## src/wb_mem_pkg.sv

```systemverilog
package wb_mem_pkg;

  ////////////////////////////////////////////////////////////////////////////
  // Bus and memory sizes
  ////////////////////////////////////////////////////////////////////////////

  localparam int DW = 32;
  localparam int AW = 32;
  // One select line per byte lane
  localparam int SEL_W = DW / 8;
  // Byte offset bits below the word index
  localparam int ADR_LSB = 2;

  // 4 KiB of 32-bit words
  localparam int MEM_WORDS = 1024;
  localparam int WORD_ADR_W = 10;

  // Beat buffer depth, equal to the number of engine credits
  localparam int BEAT_FIFO_DEPTH = 4;
  localparam int FIFO_PTR_W = 2;
  // Counts 0 up to BEAT_FIFO_DEPTH inclusive
  localparam int CREDIT_W = 3;

  ////////////////////////////////////////////////////////////////////////////
  // Wishbone cycle type and burst extension codes
  ////////////////////////////////////////////////////////////////////////////

  localparam logic [2:0] CTI_CLASSIC = 3'b000;
  localparam logic [2:0] CTI_CONST = 3'b001;
  localparam logic [2:0] CTI_INCR = 3'b010;
  localparam logic [2:0] CTI_EOB = 3'b111;

  localparam logic [1:0] BTE_LINEAR = 2'b00;
  localparam logic [1:0] BTE_WRAP4 = 2'b01;
  localparam logic [1:0] BTE_WRAP8 = 2'b10;
  localparam logic [1:0] BTE_WRAP16 = 2'b11;

  // Access engine states
  localparam logic [1:0] ENG_IDLE = 2'd0;
  localparam logic [1:0] ENG_STREAM = 2'd1;
  localparam logic [1:0] ENG_WAIT = 2'd2;

  // Memory word, whole for reads or split in byte lanes for masked writes
  typedef union packed {
    logic [DW-1:0] w;
    logic [SEL_W-1:0][7:0] b;
  } mem_word_u;

  // Address of the beat that follows adr in a burst
  function automatic logic [AW-1:0] next_burst_adr(
    input logic [AW-1:0] adr,
    input logic [2:0] cti,
    input logic [1:0] bte
  );
    logic [AW-1:0] wrap_mask;
    logic [AW-1:0] step_adr;
    // Bits allowed to change when the word index steps
    case (bte)
      BTE_WRAP4: wrap_mask = AW'((1 << (ADR_LSB + 2)) - 1);
      BTE_WRAP8: wrap_mask = AW'((1 << (ADR_LSB + 3)) - 1);
      BTE_WRAP16: wrap_mask = AW'((1 << (ADR_LSB + 4)) - 1);
      BTE_LINEAR: wrap_mask = '1;
      default: wrap_mask = '1;
    endcase
    step_adr = adr + AW'(SEL_W);
    // Constant, classic and end of burst keep the address
    if (cti == CTI_INCR) begin
      return (adr & ~wrap_mask) | (step_adr & wrap_mask);
    end
    return adr;
  endfunction

endpackage

```

## src/wb_beat_responder.sv

```systemverilog
`timescale 1ns/100ps

module wb_beat_responder
  import wb_mem_pkg::*;
(
  // Live Wishbone beat
  input  logic [AW-1:0] wb_adr_i,
  input  logic          wb_we_i,
  input  logic          wb_cyc_i,
  input  logic          wb_stb_i,
  // Head of the beat FIFO
  input  logic          head_valid_i,
  input  logic [AW-1:0] head_adr_i,
  input  logic          head_we_i,
  input  logic [DW-1:0] head_dat_i,
  input  logic          head_err_i,
  input  logic          wb_clk_i,
  input  logic          arst_n_i,
  // Back to FIFO and engine
  output logic          pop_o,
  output logic          flush_o,
  output logic          credit_o,
  output logic          beat_done_o,
  // Wishbone response
  output logic          wb_ack_o,
  output logic          wb_err_o,
  output logic [DW-1:0] wb_dat_o
);

  //////////////////////////////////////////////////////////////////////////
  // Beat matching
  //////////////////////////////////////////////////////////////////////////

  logic live_beat;
  logic head_match;
  logic hit;
  logic mismatch;
  logic abandon;
  // Cycle open since its first beat
  logic active_q;

  assign live_beat = wb_cyc_i && wb_stb_i;

  // Prefetched entry must be exactly the beat the master asks for
  assign head_match = head_valid_i
                    && (head_adr_i == wb_adr_i)
                    && (head_we_i == wb_we_i);

  assign hit      = live_beat && head_match;
  // Prediction went wrong, refetch from the live beat
  assign mismatch = live_beat && head_valid_i && !head_match;
  // Master left the cycle with beats possibly still queued
  assign abandon  = !wb_cyc_i && (active_q || head_valid_i);

  always_ff @(posedge wb_clk_i or negedge arst_n_i) begin
    if (!arst_n_i) begin
      active_q <= 1'b0;
    end else begin
      active_q <= wb_cyc_i && (active_q || wb_stb_i);
    end
  end

  //////////////////////////////////////////////////////////////////////////
  // Response and handshake
  //////////////////////////////////////////////////////////////////////////

  // Error entries answer with err instead of ack
  assign wb_ack_o = hit && !head_err_i;
  assign wb_err_o = hit && head_err_i;
  assign wb_dat_o = head_dat_i;

  // Each retired beat frees one slot
  assign pop_o    = hit;
  assign credit_o = hit;

  // Lets the engine take the next write beat
  assign beat_done_o = hit && head_we_i;

  assign flush_o = mismatch || abandon;

endmodule

```

## config.mk

```make
export PLATFORM = sky130hd
export DESIGN_NAME = wb_beat_responder
export DESIGN_NICKNAME = d
export VERILOG_FILES = /design/src/wb_mem_pkg.sv /design/src/wb_beat_responder.sv
export SDC_FILE = /design/constraint.sdc
export NUM_CORES = 1
export LEC_CHECK = 0
export ABC_AREA = 1
export BUFFER_PORTS_ARGS = -buffer_cell sky130_fd_sc_hd__buf_2
export CORE_UTILIZATION = 37
export CTS_CLUSTER_DIAMETER = 100
export DETAILED_ROUTE_END_ITERATION = 8
export GPL_TIMING_DRIVEN = 0
export PLACE_DENSITY = 0.95
export SETUP_SLACK_MARGIN = 0.5
export SLEW_MARGIN = 25
export SYNTH_ARGS = -nofsm -noshare
export SYNTH_HDL_FRONTEND = slang
export SYNTH_SLANG_ARGS = --single-unit
```

## constraint.sdc

```tcl
create_clock -name wb_clk_i -period 1.55 [get_ports wb_clk_i]
set_input_delay 0.155 -clock wb_clk_i [delete_from_list [all_inputs] [get_ports wb_clk_i]]
set_output_delay 0.155 -clock wb_clk_i [all_outputs]
set_load 0.1 [all_outputs]
```

# [Yosys cells after proc, flatten, opt, wreduce, memory -nomap -nowiden]
# Cells that the tools add are included.
[totals] register_bits=1 output_inout_bits=38 in_bits=104
[classes] eq_ne=2 n_reduce_logical=17
[ops] cell="$eq 32x32->1" n=1
[ops] cell="$logic_and 1x1->1" n=11
[ops] cell="$logic_not 1->1" n=3
[ops] cell="$logic_or 1x1->1" n=3
[ops] cell="$eq 1x1->1" n=1

# [Depth between registers and ports, before layout]
[depth] depth_word=6 mapped_depth=11 ltp_nobuf=11

# [Worst setup path before layout]
# Ideal clock, no wire load.
[synth_path] path_type="in2out" start="in wb_adr_i[7]" end="out beat_done_o" t_required_ns=1.395 t_arrival_ns=2.009 setup_slack_ns=-0.614 stages=7 path_buffers=0 cell_sequence="inv_1 -> or2_1 -> nand3_1 -> nand3b_2 -> nor2_2 -> nand3_2 -> nor2_1"
[synth_between] elab_chain_len=5
[synth_lines] item="start, declared" line="wb_beat_responder.sv:7" rtl="input logic [AW-1:0] wb_adr_i,"
[synth_lines] item="$eq 32x32->1" line="wb_beat_responder.sv:46" rtl="&& (head_adr_i == wb_adr_i)"
[synth_lines] item="$logic_and 1x1->1" line="wb_beat_responder.sv:46"
[synth_lines] item="$logic_and 1x1->1" line="wb_beat_responder.sv:47" rtl="&& (head_we_i == wb_we_i);"
[synth_lines] item="$logic_and 1x1->1" line="wb_beat_responder.sv:49" rtl="assign hit = live_beat && head_match;"
[synth_lines] item="$logic_and 1x1->1" line="wb_beat_responder.sv:77" rtl="assign beat_done_o = hit && head_we_i;"
[synth_lines] item="end, declared" line="wb_beat_responder.sv:23" rtl="output logic beat_done_o,"
# No other way between the ends.

# [Worst setup path after layout]
[layout_path] start="in wb_adr_i[15]" end="out pop_o"
[layout_between] elab_chain_len=4
[layout_lines] item="$eq 32x32->1" line="wb_beat_responder.sv:46"
[layout_lines] item="$logic_and 1x1->1" line="wb_beat_responder.sv:46"
[layout_lines] item="$logic_and 1x1->1" line="wb_beat_responder.sv:47"
[layout_lines] item="$logic_and 1x1->1" line="wb_beat_responder.sv:49"
[layout_lines] item="end, declared" line="wb_beat_responder.sv:20" rtl="output logic pop_o,"
# No other way between the ends.

==> flow_results.org <==
** Run status
- Status :: finished, violations left
- Violations in the final reports :: negative setup slack

** GRT
- Total overflow reported by the global router :: 0
- The first global-routing pass estimated 6210 um of wire.
- Entering global routing, the biggest net connects 5 pins.
- The number of global-route vias before repair was 1,622.
- Global routing consumed, over all layers together, 21.95% of the routing resources.
- The initial antenna violation count came to 0.

** Yosys
- For this run, the leading register cell type out of synthesis is dfrtp_1.
- Fraction of registers with async set/reset :: 100.0%
- Synthesized instance count :: 266
- During synthesis, Yosys emitted a total of 0 warnings.
- The netlist uses 19 different library cells.
- Synthesis produced a netlist with a net count of 370.
- Seq/Total Area, Yosys :: 2.010%
- Area of the mapped netlist :: 0.001245 mm2
- Dividing the synthesized area by the synthesized cell count gives 4.680 um2.
- In this run, synthesis produced a sequential element count of 1.
- Counting flops with a built-in enable in the synthesized netlist gives 0.

** Layout
- Registers with the most flip-flops :: active_q x1
- Diodes inserted :: 0
- The post-route netlist has 56.33% of its cells at a drive strength greater than 1.
- For this run, the number of standard cells in the final layout without fillers is 431.
- Cells fill 76.44% of the core in the end.
- In the final layout, the multi-input gates occupy 914.6 um2.
- Final-layout fill cell count :: 275
- Register bank with the most flops :: active_q
- In the final layout, flip-flops and latches occupy 25.02 um2.
- The flip-flop count of the largest register, all copies and words added was 1.
- The net count of the finished layout is 493.
- Once layout is done, the placed cells without fillers occupy 0.002391 mm2.
- From synthesis to final layout, the design area changed by 92.06%.

** Route
- The count of nets left with antenna violations once routing finished came out at 0.
- First-pass detailed-route iteration total :: 4
- The routed layout has 1,902 vias.
- The first routing iteration left 52 violations.
- After detailed routing, the total wire length is 4519 um.
- Average detailed-routed wire length per instance :: 10.48 um
- Number of DRC violations after detailed routing :: 0
- Number of vias per cell :: 4.413

** Timing
- Headroom to the max-slew limit :: 67.28%
- RSZ-0062 raised after global routing :: true
- In the post-route analysis, the smallest setup slack over all paths is -95.68 ps.
- The routed design could run at a clock period as short as 1646 ps.
- Based on the critical path, the design can be clocked at up to 0.6077 GHz.
- Between clock sinks in the finished design, the worst skew comes to 0 ps.
- Number of max-slew violations in the final report :: 0
- Final cycle utilization of the critical path :: 106.2%
- Slew of the pin with the lowest slew margin :: 494.2 ps
- Final Hold Vio Count :: 0
- Setup violations remaining at the end of the flow were counted as 5.

** Die
- Number of placed I/O pins :: 142
- After floorplanning, the core was divided into 20 placement rows.
- DIE AREA :: 0.003601 mm2
- Horizontal extent of the die :: 60.01 um
- Area of the core :: 0.003128 mm2
- The initial utilization of the core area, before any placement, comes to 39.80%.
- Overall die height :: 60.01 um

** Clock tree
- Clock-pin slew was measured on the worst setup and hold paths at 0 ps.
- Clock latency on the worst-skew pair :: 0 ps

** Setup path
- Startpoint class of the critical path :: primary input
- Critical path peak fanout :: 4
- Endpoint kind of the worst setup timing path :: output pin
- At the worst endpoint, the arrival time is 1490 ps.
- At the worst endpoint, the required time is 1390 ps.
- The setup path with the least slack is of type in -> out.

** Power
- For this design the static power due to leakage is 1.493 nW.
- Power Dens Cells :: 388.5 mW/mm2
- IR analysis of the VDD net gives a maximum drop of 0.4049 mV.

** Placement
- Summing all placed instances gives a cell area of 0.001956 mm2.
- Once detailed placement completed, the half-perimeter wirelength came to 3485 um.
- Once placement completed, the tool counted placed cells totaling 419.
- Buffers on Ports :: 109
- Pre-CTS setup slack :: -330.8 ps
- Final GP Congestion :: 0.8837

** Worst hold path
- Classification of the worst-slack hold path :: in -> reg

** Job
- Across the run, the number of max-cap violations was 0.
[report_power, final]
group          internal [W]  switching [W]
registers         0.0000289     0.00000110
logic              0.000318       0.000581
clock network             0              0
[worst paths after layout]
check / from / to / slack, ps / depth (start not counted)
max: wb_adr_i[15] / pop_o / -100 / 13
min: wb_cyc_i / active_q$_DFF_PN0_ / 390 / 3
max reg2reg: active_q$_DFF_PN0_ / active_q$_DFF_PN0_ / 960 / 2
min reg2reg: active_q$_DFF_PN0_ / active_q$_DFF_PN0_ / 470 / 2
max in group asynchronous: arst_n_i / active_q$_DFF_PN0_ / 1000 / 2
min in group asynchronous: arst_n_i / active_q$_DFF_PN0_ / 470 / 2
[what timing repair did]
action	CTS	global route
setup buffers	5	6
pin swaps	33	43
hold buffers	1	0
cloned	0	0
setup endpoints to repair	6	6
resized for setup	48	49
hold endpoints to repair	1	0
[Yosys cell counts, types with 2 or more instances]
library cell  number  share of area, %
nand3_1            5               2.0
buf_4             33                20
nor2_2             3               1.5
inv_1             60                18
and2_1             3               1.5
nand2_1          104                31
o21ai_1            2              0.80
xnor2_1            6               4.2
nor2_1            32               9.6
nand3b_1           2               1.2
inv_2              2              0.60
nand4_1            7               3.5
[cells by family (layout without fill, tap and decap cells)]
group                     count (synthesis)  after routing  share of synthesized area (%)
AOI/OAI and AO/OA                         5              5                          2.211
xor gates and xnor gates                  6              6                          4.221
buffers and inverters                    95            216                          38.59
DFF                                       1              1                          2.010
and+or+nand+nor                         159            159                          52.96
[area by class of cell]
type / instances / area share (%)
Multi-Input combinational cell: 170 / 38.25
Buffer: 33 / 10.88
Inverter: 62 / 10.41
Tap cell: 44 / 2.302
Timing Repair Buffer: 121 / 37.10
Sequential cell: 1 / 1.047
[placed cells by master (no fill, tap or decap)]
cell            n
buf_2          75
nand2_1        73
buf_4          46
inv_1          45
nand2_2        29
buf_6          25
nor2_1         24
inv_2          12
nand4_1         7
nor2_2          6
buf_12          6
nand3_1         5
nor2_4          5
inv_4           3
and2_1          3
xnor2_2         3
xnor2_1         3
nand3b_1        2
or2_1           1
o21ai_1         1
nand3b_2        1
inv_6           1
o21ai_2         1
nand2_4         1
nand3_4         1
clkinvlp_4      1
a21oi_1         1
o21ai_0         1
o21bai_1        1
nand2_8         1
dfrtp_1         1
dlygate4sd3_1   1
buf_8           1
[layer usage]
| metal | part of all wire, % | global-route usage (%) | vias up |
|---|---|---|---|
| met5 | 0 | 0 | - |
| met4 | 0.46 | 1.661 | 0 |
| met3 | 6.3 | 1.948 | 2 |
| met2 | 56 | 44.76 | 84 |
| met1 | 38 | 25.00 | 837 |
| li1 | - | - | 979 |
[through the flow]
step	total power (W)	hold slack (ps)	setup TNS (ps)
global placement	0.0008004	-69.50	-1164
finish	0.0009289	390.2	-275.1
global route	0.0009840	436.7	-775.3
detailed placement	0.0008124	-68.54	-1321
floorplan	0.0006263	-140.6	-136.4
CTS	0.0008640	397.6	-167.5
[worst max-delay path, stage by stage]
cell and delay [ps]:
buf_2 90, inv_1 50, nand2_2 80, nand2_2 60, nor2_2 80, nand2_1 60, nor2_1 160, nand2_2 90
nor2_4 130, nand3_4 140, clkinvlp_4 140, buf_12 100, buf_12 160
Note: power is estimated with default switching activity, not from simulation.
