File: src/wb_mem_pkg.sv
package wb_mem_pkg;

  ////////////////////////////////////////////////////////////////////////////
  // Bus and memory sizes
  ////////////////////////////////////////////////////////////////////////////

  localparam int DW = 32;
  localparam int AW = 32;
  // One select line per byte lane
  localparam int SEL_W = DW / 8;
  // Byte offset bits below the word index
  localparam int ADR_LSB = 2;

  // 4 KiB of 32-bit words
  localparam int MEM_WORDS = 1024;
  localparam int WORD_ADR_W = 10;

  // Beat buffer depth, equal to the number of engine credits
  localparam int BEAT_FIFO_DEPTH = 4;
  localparam int FIFO_PTR_W = 2;
  // Counts 0 up to BEAT_FIFO_DEPTH inclusive
  localparam int CREDIT_W = 3;

  ////////////////////////////////////////////////////////////////////////////
  // Wishbone cycle type and burst extension codes
  ////////////////////////////////////////////////////////////////////////////

  localparam logic [2:0] CTI_CLASSIC = 3'b000;
  localparam logic [2:0] CTI_CONST = 3'b001;
  localparam logic [2:0] CTI_INCR = 3'b010;
  localparam logic [2:0] CTI_EOB = 3'b111;

  localparam logic [1:0] BTE_LINEAR = 2'b00;
  localparam logic [1:0] BTE_WRAP4 = 2'b01;
  localparam logic [1:0] BTE_WRAP8 = 2'b10;
  localparam logic [1:0] BTE_WRAP16 = 2'b11;

  // Access engine states
  localparam logic [1:0] ENG_IDLE = 2'd0;
  localparam logic [1:0] ENG_STREAM = 2'd1;
  localparam logic [1:0] ENG_WAIT = 2'd2;

  // Memory word, whole for reads or split in byte lanes for masked writes
  typedef union packed {
    logic [DW-1:0] w;
    logic [SEL_W-1:0][7:0] b;
  } mem_word_u;

  // Address of the beat that follows adr in a burst
  function automatic logic [AW-1:0] next_burst_adr(
    input logic [AW-1:0] adr,
    input logic [2:0] cti,
    input logic [1:0] bte
  );
    logic [AW-1:0] wrap_mask;
    logic [AW-1:0] step_adr;
    // Bits allowed to change when the word index steps
    case (bte)
      BTE_WRAP4: wrap_mask = AW'((1 << (ADR_LSB + 2)) - 1);
      BTE_WRAP8: wrap_mask = AW'((1 << (ADR_LSB + 3)) - 1);
      BTE_WRAP16: wrap_mask = AW'((1 << (ADR_LSB + 4)) - 1);
      BTE_LINEAR: wrap_mask = '1;
      default: wrap_mask = '1;
    endcase
    step_adr = adr + AW'(SEL_W);
    // Constant, classic and end of burst keep the address
    if (cti == CTI_INCR) begin
      return (adr & ~wrap_mask) | (step_adr & wrap_mask);
    end
    return adr;
  endfunction

endpackage

File: src/beat_fifo.sv
`timescale 1ns/100ps

module beat_fifo
  import wb_mem_pkg::*;
(
  input  logic          wb_clk_i,
  input  logic          arst_n_i,
  // Write side from the engine
  input  logic          push_i,
  input  logic [AW-1:0] push_adr_i,
  input  logic          push_we_i,
  input  logic [DW-1:0] push_dat_i,
  input  logic          push_err_i,
  // Read side to the responder
  input  logic          pop_i,
  input  logic          flush_i,
  output logic          head_valid_o,
  output logic [AW-1:0] head_adr_o,
  output logic          head_we_o,
  output logic [DW-1:0] head_dat_o,
  output logic          head_err_o
);

  // Entry fields kept in parallel arrays
  logic [AW-1:0]         adr_mem [BEAT_FIFO_DEPTH];
  logic [DW-1:0]         dat_mem [BEAT_FIFO_DEPTH];
  logic                  we_mem  [BEAT_FIFO_DEPTH];
  logic                  err_mem [BEAT_FIFO_DEPTH];

  logic [FIFO_PTR_W-1:0] wr_ptr_q;
  logic [FIFO_PTR_W-1:0] rd_ptr_q;
  logic [CREDIT_W-1:0]   count_q;

  logic                  do_push;
  logic                  do_pop;

  // Credits keep the engine from pushing into a full buffer
  assign do_push = push_i && !flush_i;
  assign do_pop  = pop_i && head_valid_o && !flush_i;

  // Pointers wrap on their own width
  always_ff @(posedge wb_clk_i or negedge arst_n_i) begin
    if (!arst_n_i) begin
      wr_ptr_q <= '0;
      rd_ptr_q <= '0;
      count_q  <= '0;
    end else if (flush_i) begin
      wr_ptr_q <= '0;
      rd_ptr_q <= '0;
      count_q  <= '0;
    end else begin
      if (do_push) begin
        wr_ptr_q <= wr_ptr_q + FIFO_PTR_W'(1);
      end
      if (do_pop) begin
        rd_ptr_q <= rd_ptr_q + FIFO_PTR_W'(1);
      end
      count_q <= count_q + CREDIT_W'(do_push) - CREDIT_W'(do_pop);
    end
  end

  always_ff @(posedge wb_clk_i) begin
    if (do_push) begin
      adr_mem[wr_ptr_q] <= push_adr_i;
      dat_mem[wr_ptr_q] <= push_dat_i;
      we_mem[wr_ptr_q]  <= push_we_i;
      err_mem[wr_ptr_q] <= push_err_i;
    end
  end

  // Head straight from the storage flops
  assign head_valid_o = (count_q != '0);
  assign head_adr_o   = adr_mem[rd_ptr_q];
  assign head_dat_o   = dat_mem[rd_ptr_q];
  assign head_we_o    = we_mem[rd_ptr_q];
  assign head_err_o   = err_mem[rd_ptr_q];

endmodule

File: config.mk
export PLATFORM = sky130hd
export DESIGN_NAME = beat_fifo
export DESIGN_NICKNAME = d
export VERILOG_FILES = /design/src/wb_mem_pkg.sv /design/src/beat_fifo.sv
export SDC_FILE = /design/constraint.sdc
export NUM_CORES = 1
export LEC_CHECK = 0
export BUFFER_PORTS_ARGS = -buffer_cell sky130_fd_sc_hd__buf_2
export CAP_MARGIN = 30
export CORE_ASPECT_RATIO = 1.5
export CORE_MARGIN = 1
export CORE_UTILIZATION = 57
export DETAILED_ROUTE_END_ITERATION = 7
export PLACE_DENSITY = 0.79
export SLEW_MARGIN = 5
export SYNTH_ARGS = -nofsm -noshare
export SYNTH_HDL_FRONTEND = slang
export SYNTH_SLANG_ARGS = --single-unit
File: constraint.sdc
create_clock -name wb_clk_i -period 3.5 [get_ports wb_clk_i]
set_input_delay 0.525 -clock wb_clk_i [delete_from_list [all_inputs] [get_ports wb_clk_i]]
set_output_delay 0.525 -clock wb_clk_i [all_outputs]
set_load 0.01 [all_outputs]
# Word-level counts from Yosys, hierarchy flattened
# Memory sizes are Yosys's and may differ from the RTL's.
# Cells that the tools add are included.
[op_classes]
reduce_logical = 7
n_addsub = 4
n_mux = 7
[op_table]
columns = ["cell", "n"]
rows = [
  ["$mux 2", 4],
  ["$add 2x1->2 const B", 2],
  ["$reduce_bool 2->1", 2],
  ["$add 3x1->3", 1],
  ["$logic_and 1x1->1", 3],
  ["$mux 3", 1],
  ["$reduce_bool 3->1", 1],
  ["$sub 3x1->3", 1],
  ["$mux 1", 2],
  ["$logic_not 1->1", 1],
]
[totals]
input_bits = 71
ramBits = 264
regBits = 7
wordCells = 25
out_inout_bits = 67
mem_count = 4
[mem_list]
columns = ["memory", "depth", "width", "rd", "rd_clocked_by_memory_dff", "write_ports", "line", "text"]
rows = [
  ["adr_mem", 4, 32, 1, 0, 1, "beat_fifo.sv:25", "logic [AW-1:0] adr_mem [BEAT_FIFO_DEPTH];"],
  ["dat_mem", 4, 32, 1, 0, 1, "beat_fifo.sv:26", "logic [DW-1:0] dat_mem [BEAT_FIFO_DEPTH];"],
  ["err_mem", 4, 1, 1, 0, 1, "beat_fifo.sv:28", "logic err_mem [BEAT_FIFO_DEPTH];"],
  ["we_mem", 4, 1, 1, 0, 1, "beat_fifo.sv:27", "logic we_mem [BEAT_FIFO_DEPTH];"],
]

# Longest topological paths before layout
[logic_depth]
ltp_word = 5
depth_mapped = 10
ltp_nobuf = 9

# Worst setup path before layout
# OpenSTA, ideal clock, no wires.
[synth_timing]
path_type = "in2reg"
from = "in flush_i"
to = "mem adr_mem[0][0], enable pin"
t_arrival_ps = 2508
setup_slack_ps = 561
setup_time_ps = 431
t_required_ps = 3069
path_stages = 3
n_path_buf = 1
path_cell_list = "clkbuf_1 -> nor2b_1 -> and2_1"
[synth_between]
elab_chain_cells = 4
[synth_rtl]
columns = ["element", "line", "text"]
rows = [
  ["start: declaration", "beat_fifo.sv:16", "input logic flush_i,"],
  ["$logic_not 1->1", "beat_fifo.sv:38", "assign do_push = push_i && !flush_i;"],
  ["$logic_and 1x1->1", "beat_fifo.sv:38", ""],
  ["$mux 1", "beat_fifo.sv:63", "if (do_push) begin"],
  ["$mux 1 (implied by the code)", "beat_fifo.sv:64", "adr_mem[wr_ptr_q] <= push_adr_i;"],
  ["end: declaration", "beat_fifo.sv:25", ""],
]
# No other way between the ends.

# Worst setup path in the final report
[layout_timing]
from = "reg rd_ptr_q[0]"
to = "out head_dat_o[17]"
[layout_between]
elab_chain_cells = 1
[layout_rtl]
columns = ["element", "line", "text"]
rows = [
  ["start: declaration", "beat_fifo.sv:31", "logic [FIFO_PTR_W-1:0] rd_ptr_q;"],
  ["start signal: assignment", "beat_fifo.sv:56", "rd_ptr_q <= rd_ptr_q + FIFO_PTR_W'(1);"],
  ["$mem_v2 4x32", "-", ""],
  ["end: declaration", "beat_fifo.sv:20", "output logic [DW-1:0] head_dat_o,"],
]
# No other way between the ends.

==> flow_metrics.py <==
metrics = {
    "yosys": {
        "ys_warn_count": 0,
        "ys_seq_elements": 271,
        "ys_types": 21,
        "synth_cells": 389,
        "synth.net_count": 467,
        "ys_seq_area_share_pct": 81.1,
        "synth_area_per_cell_sq_um": 25.7,
        "synth_area_sq_mm": 0.00999,
    },
    "setup_path": {
        "reg2reg_from": "count_q[1]$_DFF_PN0_",
        "cp_max_fo": 26,
        "cp-start-kind": "flop",
        "critPathCaptureType": "primary output",
        "criticalPathCategory": "flop to primary output",
        "cp.arrival_ns": 2.23,
        "crit_start": "rd_ptr_q[0]$_DFFE_PN0P_",
        "crit_path_top_delay_cell": "dfrtp_4",
        "cp.required_ns": 2.97,
        "critical_path_buf_inv_count": 2,
        "cp_slowest_stage_delay_ns": 0.70,
        "cp_cell_sequence": "buf_12 -> mux4_2 -> buf_2",
        "cp_top_family": "flip-flops",
    },
    "detailed_routing": {
        "via_count": 4473,
        "routed_via_density": 5.79,
        "drt-total-wl_microns": 17200,
        "dr.pass1.iters": 4,
        "ant_nets": 0,
        "first_iter_violations": 220,
        "wl_per_cell_microns": 22.3,
        "route.detailed.drc": 0,
    },
    "flow_run": {
        "max-cap-violations": 0,
    },
    "placed_design": {
        "dp_cells": 726,
        "post-dp-hpwl_microns": 10300,
        "gp_congestion": 0.740,
        "port_buffers": 137,
    },
    "layout": {
        "fin_cells": 772,
        "drive_gt1_share_pct": 44.7,
        "area_growth_pct": 17.6,
        "nets": 621,
    },
    "floorplan": {
        "die_x_microns": 110,
        "placementRows": 58,
        "die_y_microns": 164,
        "die_area_sq_mm": 0.0181,
        "initial_core_util_pct": 58.9,
        "coreArea_sq_mm": 0.0170,
        "io_pins": 138,
    },
    "power": {
        "power.density_mw_per_mm2": 636,
        "p_leak_uw": 0.00396,
        "vdd_drop_max_mv": 0.467,
    },
    "timing": {
        "max-slew-margin-rel_pct": 55.7,
        "tightest_slew_ns": 0.664,
        "slew_violations": 0,
        "setup_tns_ns": 0,
        "finalHoldViolations": 0,
        "rsz0062_at_grt": "no",
        "max_freq_mhz": 362,
        "finalSetupViolations": 0,
        "period_share_pct": 78.8,
        "min_period_ns": 2.76,
        "fin_skew_ns": 0.00910,
    },
    "global_route": {
        "grt.total_usage_pct": 19.8,
        "grt_max_degree": 44,
        "grt.overflow.total": 0,
        "grt_pass1_vias": 4744,
        "grt_first_pass_wirelength_microns": 26000,
        "antenna_found_initial": 3,
    },
    "clock_network": {
        "cts_root_buf": "clkbuf_16",
        "cts.sinks": 271,
        "cts_tree": "yes",
        "clockBufferDepth": 3,
        "clock_latency_ns": 0.51,
        "clk_pin_slew_ns": 0.07,
        "cts_made_buffers": 24,
        "cts.htree.levels": 1,
    },
    "worst_hold_path": {
        "hold_path_class": "input pin to flop",
        "hold_start": "push_adr_i[4]",
    },
    "status": {
        "status": "complete, no violations",
    },
}
==> state kept, by name, indices dropped and copies added (netlist names) <==
name and cells:
rd_ptr_q 2, dat_mem 128, count_q 3, err_mem 4
we_mem 4, adr_mem 128, wr_ptr_q 2
==> timing repair <==
action / in CTS / in global routing
hold endpoints to repair: 7 / 0
hold buffers: 1 / 0
setup buffers: 0 / 0
resized for setup: 0 / 0
==> placed cells by master (no fill, tap or decap) <==
cell type        n
clkinvlp_4       1
and2_4           4
nor2b_1          4
fa_1             1
xnor3_1          1
mux4_2          66
o311ai_0         1
nor2_1           7
dlygate4sd3_1    1
edfxtp_1       264
clkbuf_1         4
buf_12           7
clkinv_8         1
clkinv_2         4
buf_2          137
mux2_2           2
ha_1             6
mux2i_1          1
or3_1            1
dfrtp_1          5
inv_1            5
diode_2          1
dfrtp_4          2
clkinv_1         7
o31ai_1          1
xnor2_1          1
clkbuf_16       25
bufinv_16        2
==> path summary, 6_finish.rpt <==
check	end	slack, ns	cells after the start
setup / recovery	head_dat_o[17]	0.74	3
hold / removal	adr_mem[3][4]$_DFFE_PP_	0.23	1
setup reg to reg	count_q[2]$_DFF_PN0_	1.35	9
hold reg to reg	wr_ptr_q[1]$_DFFE_PN0P_	0.60	2
max in group asynchronous	rd_ptr_q[1]$_DFFE_PN0P_	2.94	2
min in group asynchronous	count_q[0]$_DFF_PN0_	0.38	2
==> metrics by stage <==
step / utilization [%] / setup WS [ns] / instance area (sq um) / hold slack [ns] / power, uW
global route: 69.2 / 0.589 / 11800 / 0.212 / 7780
floorplan: - / 0.561 / 9990 / 0.229 / 4650
detailed placement: 64.6 / 1.13 / 11000 / 0.367 / 5050
finish: 69.2 / 0.740 / 11800 / 0.227 / 7480
global placement: 64.6 / 1.20 / 11000 / 0.356 / 5010
CTS: 69.2 / 0.662 / 11800 / 0.207 / 7570
==> worst register-to-register path: stages, from the launching register on <==
cell	delay (ns)
dfrtp_1	0.44
o31ai_1	0.37
nor2_1	0.08
ha_1	0.27
inv_1	0.05
ha_1	0.13
inv_1	0.05
fa_1	0.40
xnor3_1	0.21
nor2_1	0.04
==> Yosys cell counts <==
cell	number	area, sq um
buf_2	5	25.0
mux2i_1	1	10.0
nor2_1	7	26.3
buf_12	2	40.0
dfrtp_1	7	175
nor2b_1	4	25.0
edfxtp_1	264	7930
buf_4	5	37.5
fa_1	1	20.0
buf_6	1	11.3
mux2_2	2	22.5
clkbuf_1	4	15.0
and2_1	4	25.0
inv_1	5	18.8
xnor2_1	1	8.76
xnor3_1	1	22.5
ha_1	6	75.1
or3_1	1	6.26
o31ai_1	1	7.51
o311ai_0	1	8.76
mux4_2	66	1490
==> report_power, final <==
part	switching (uW)	total (uW)	internal, uW
Combinational	527	1160	637
Clock	1080	2530	1460
Sequential	111	3780	3670
==> area by class of cell <==
class	count	area, sq um
Fill cell	1071	5230
Multi-Input combinational cell	96	1750
Antenna cell	1	2.50
Clock inverter	15	130
Inverter	5	18.8
Tap cell	210	263
Sequential cell	271	8110
Clock buffer	29	641
Timing Repair Buffer	145	836
==> per-layer routing <==
metal	share of wire, %	vias up	track usage, %
met5	0.18	-	0
met4	1.7	4	5.86
met3	5.4	28	3.93
met2	55	122	34.7
met1	37	2358	24.9
li1	-	1961	-
==> logic make-up after synthesis <==
logic type,share of synthesized area [%]
buffers and inverters,1.48
AO/OA/AOI/OAI,0.163
adder cells (fa/ha/maj),0.951
flip-flops,81.1
multiplexers,15.2
XOR/XNOR,0.313
AND/OR/NAND/NOR,0.826
Power figures use the tool's default switching activity.
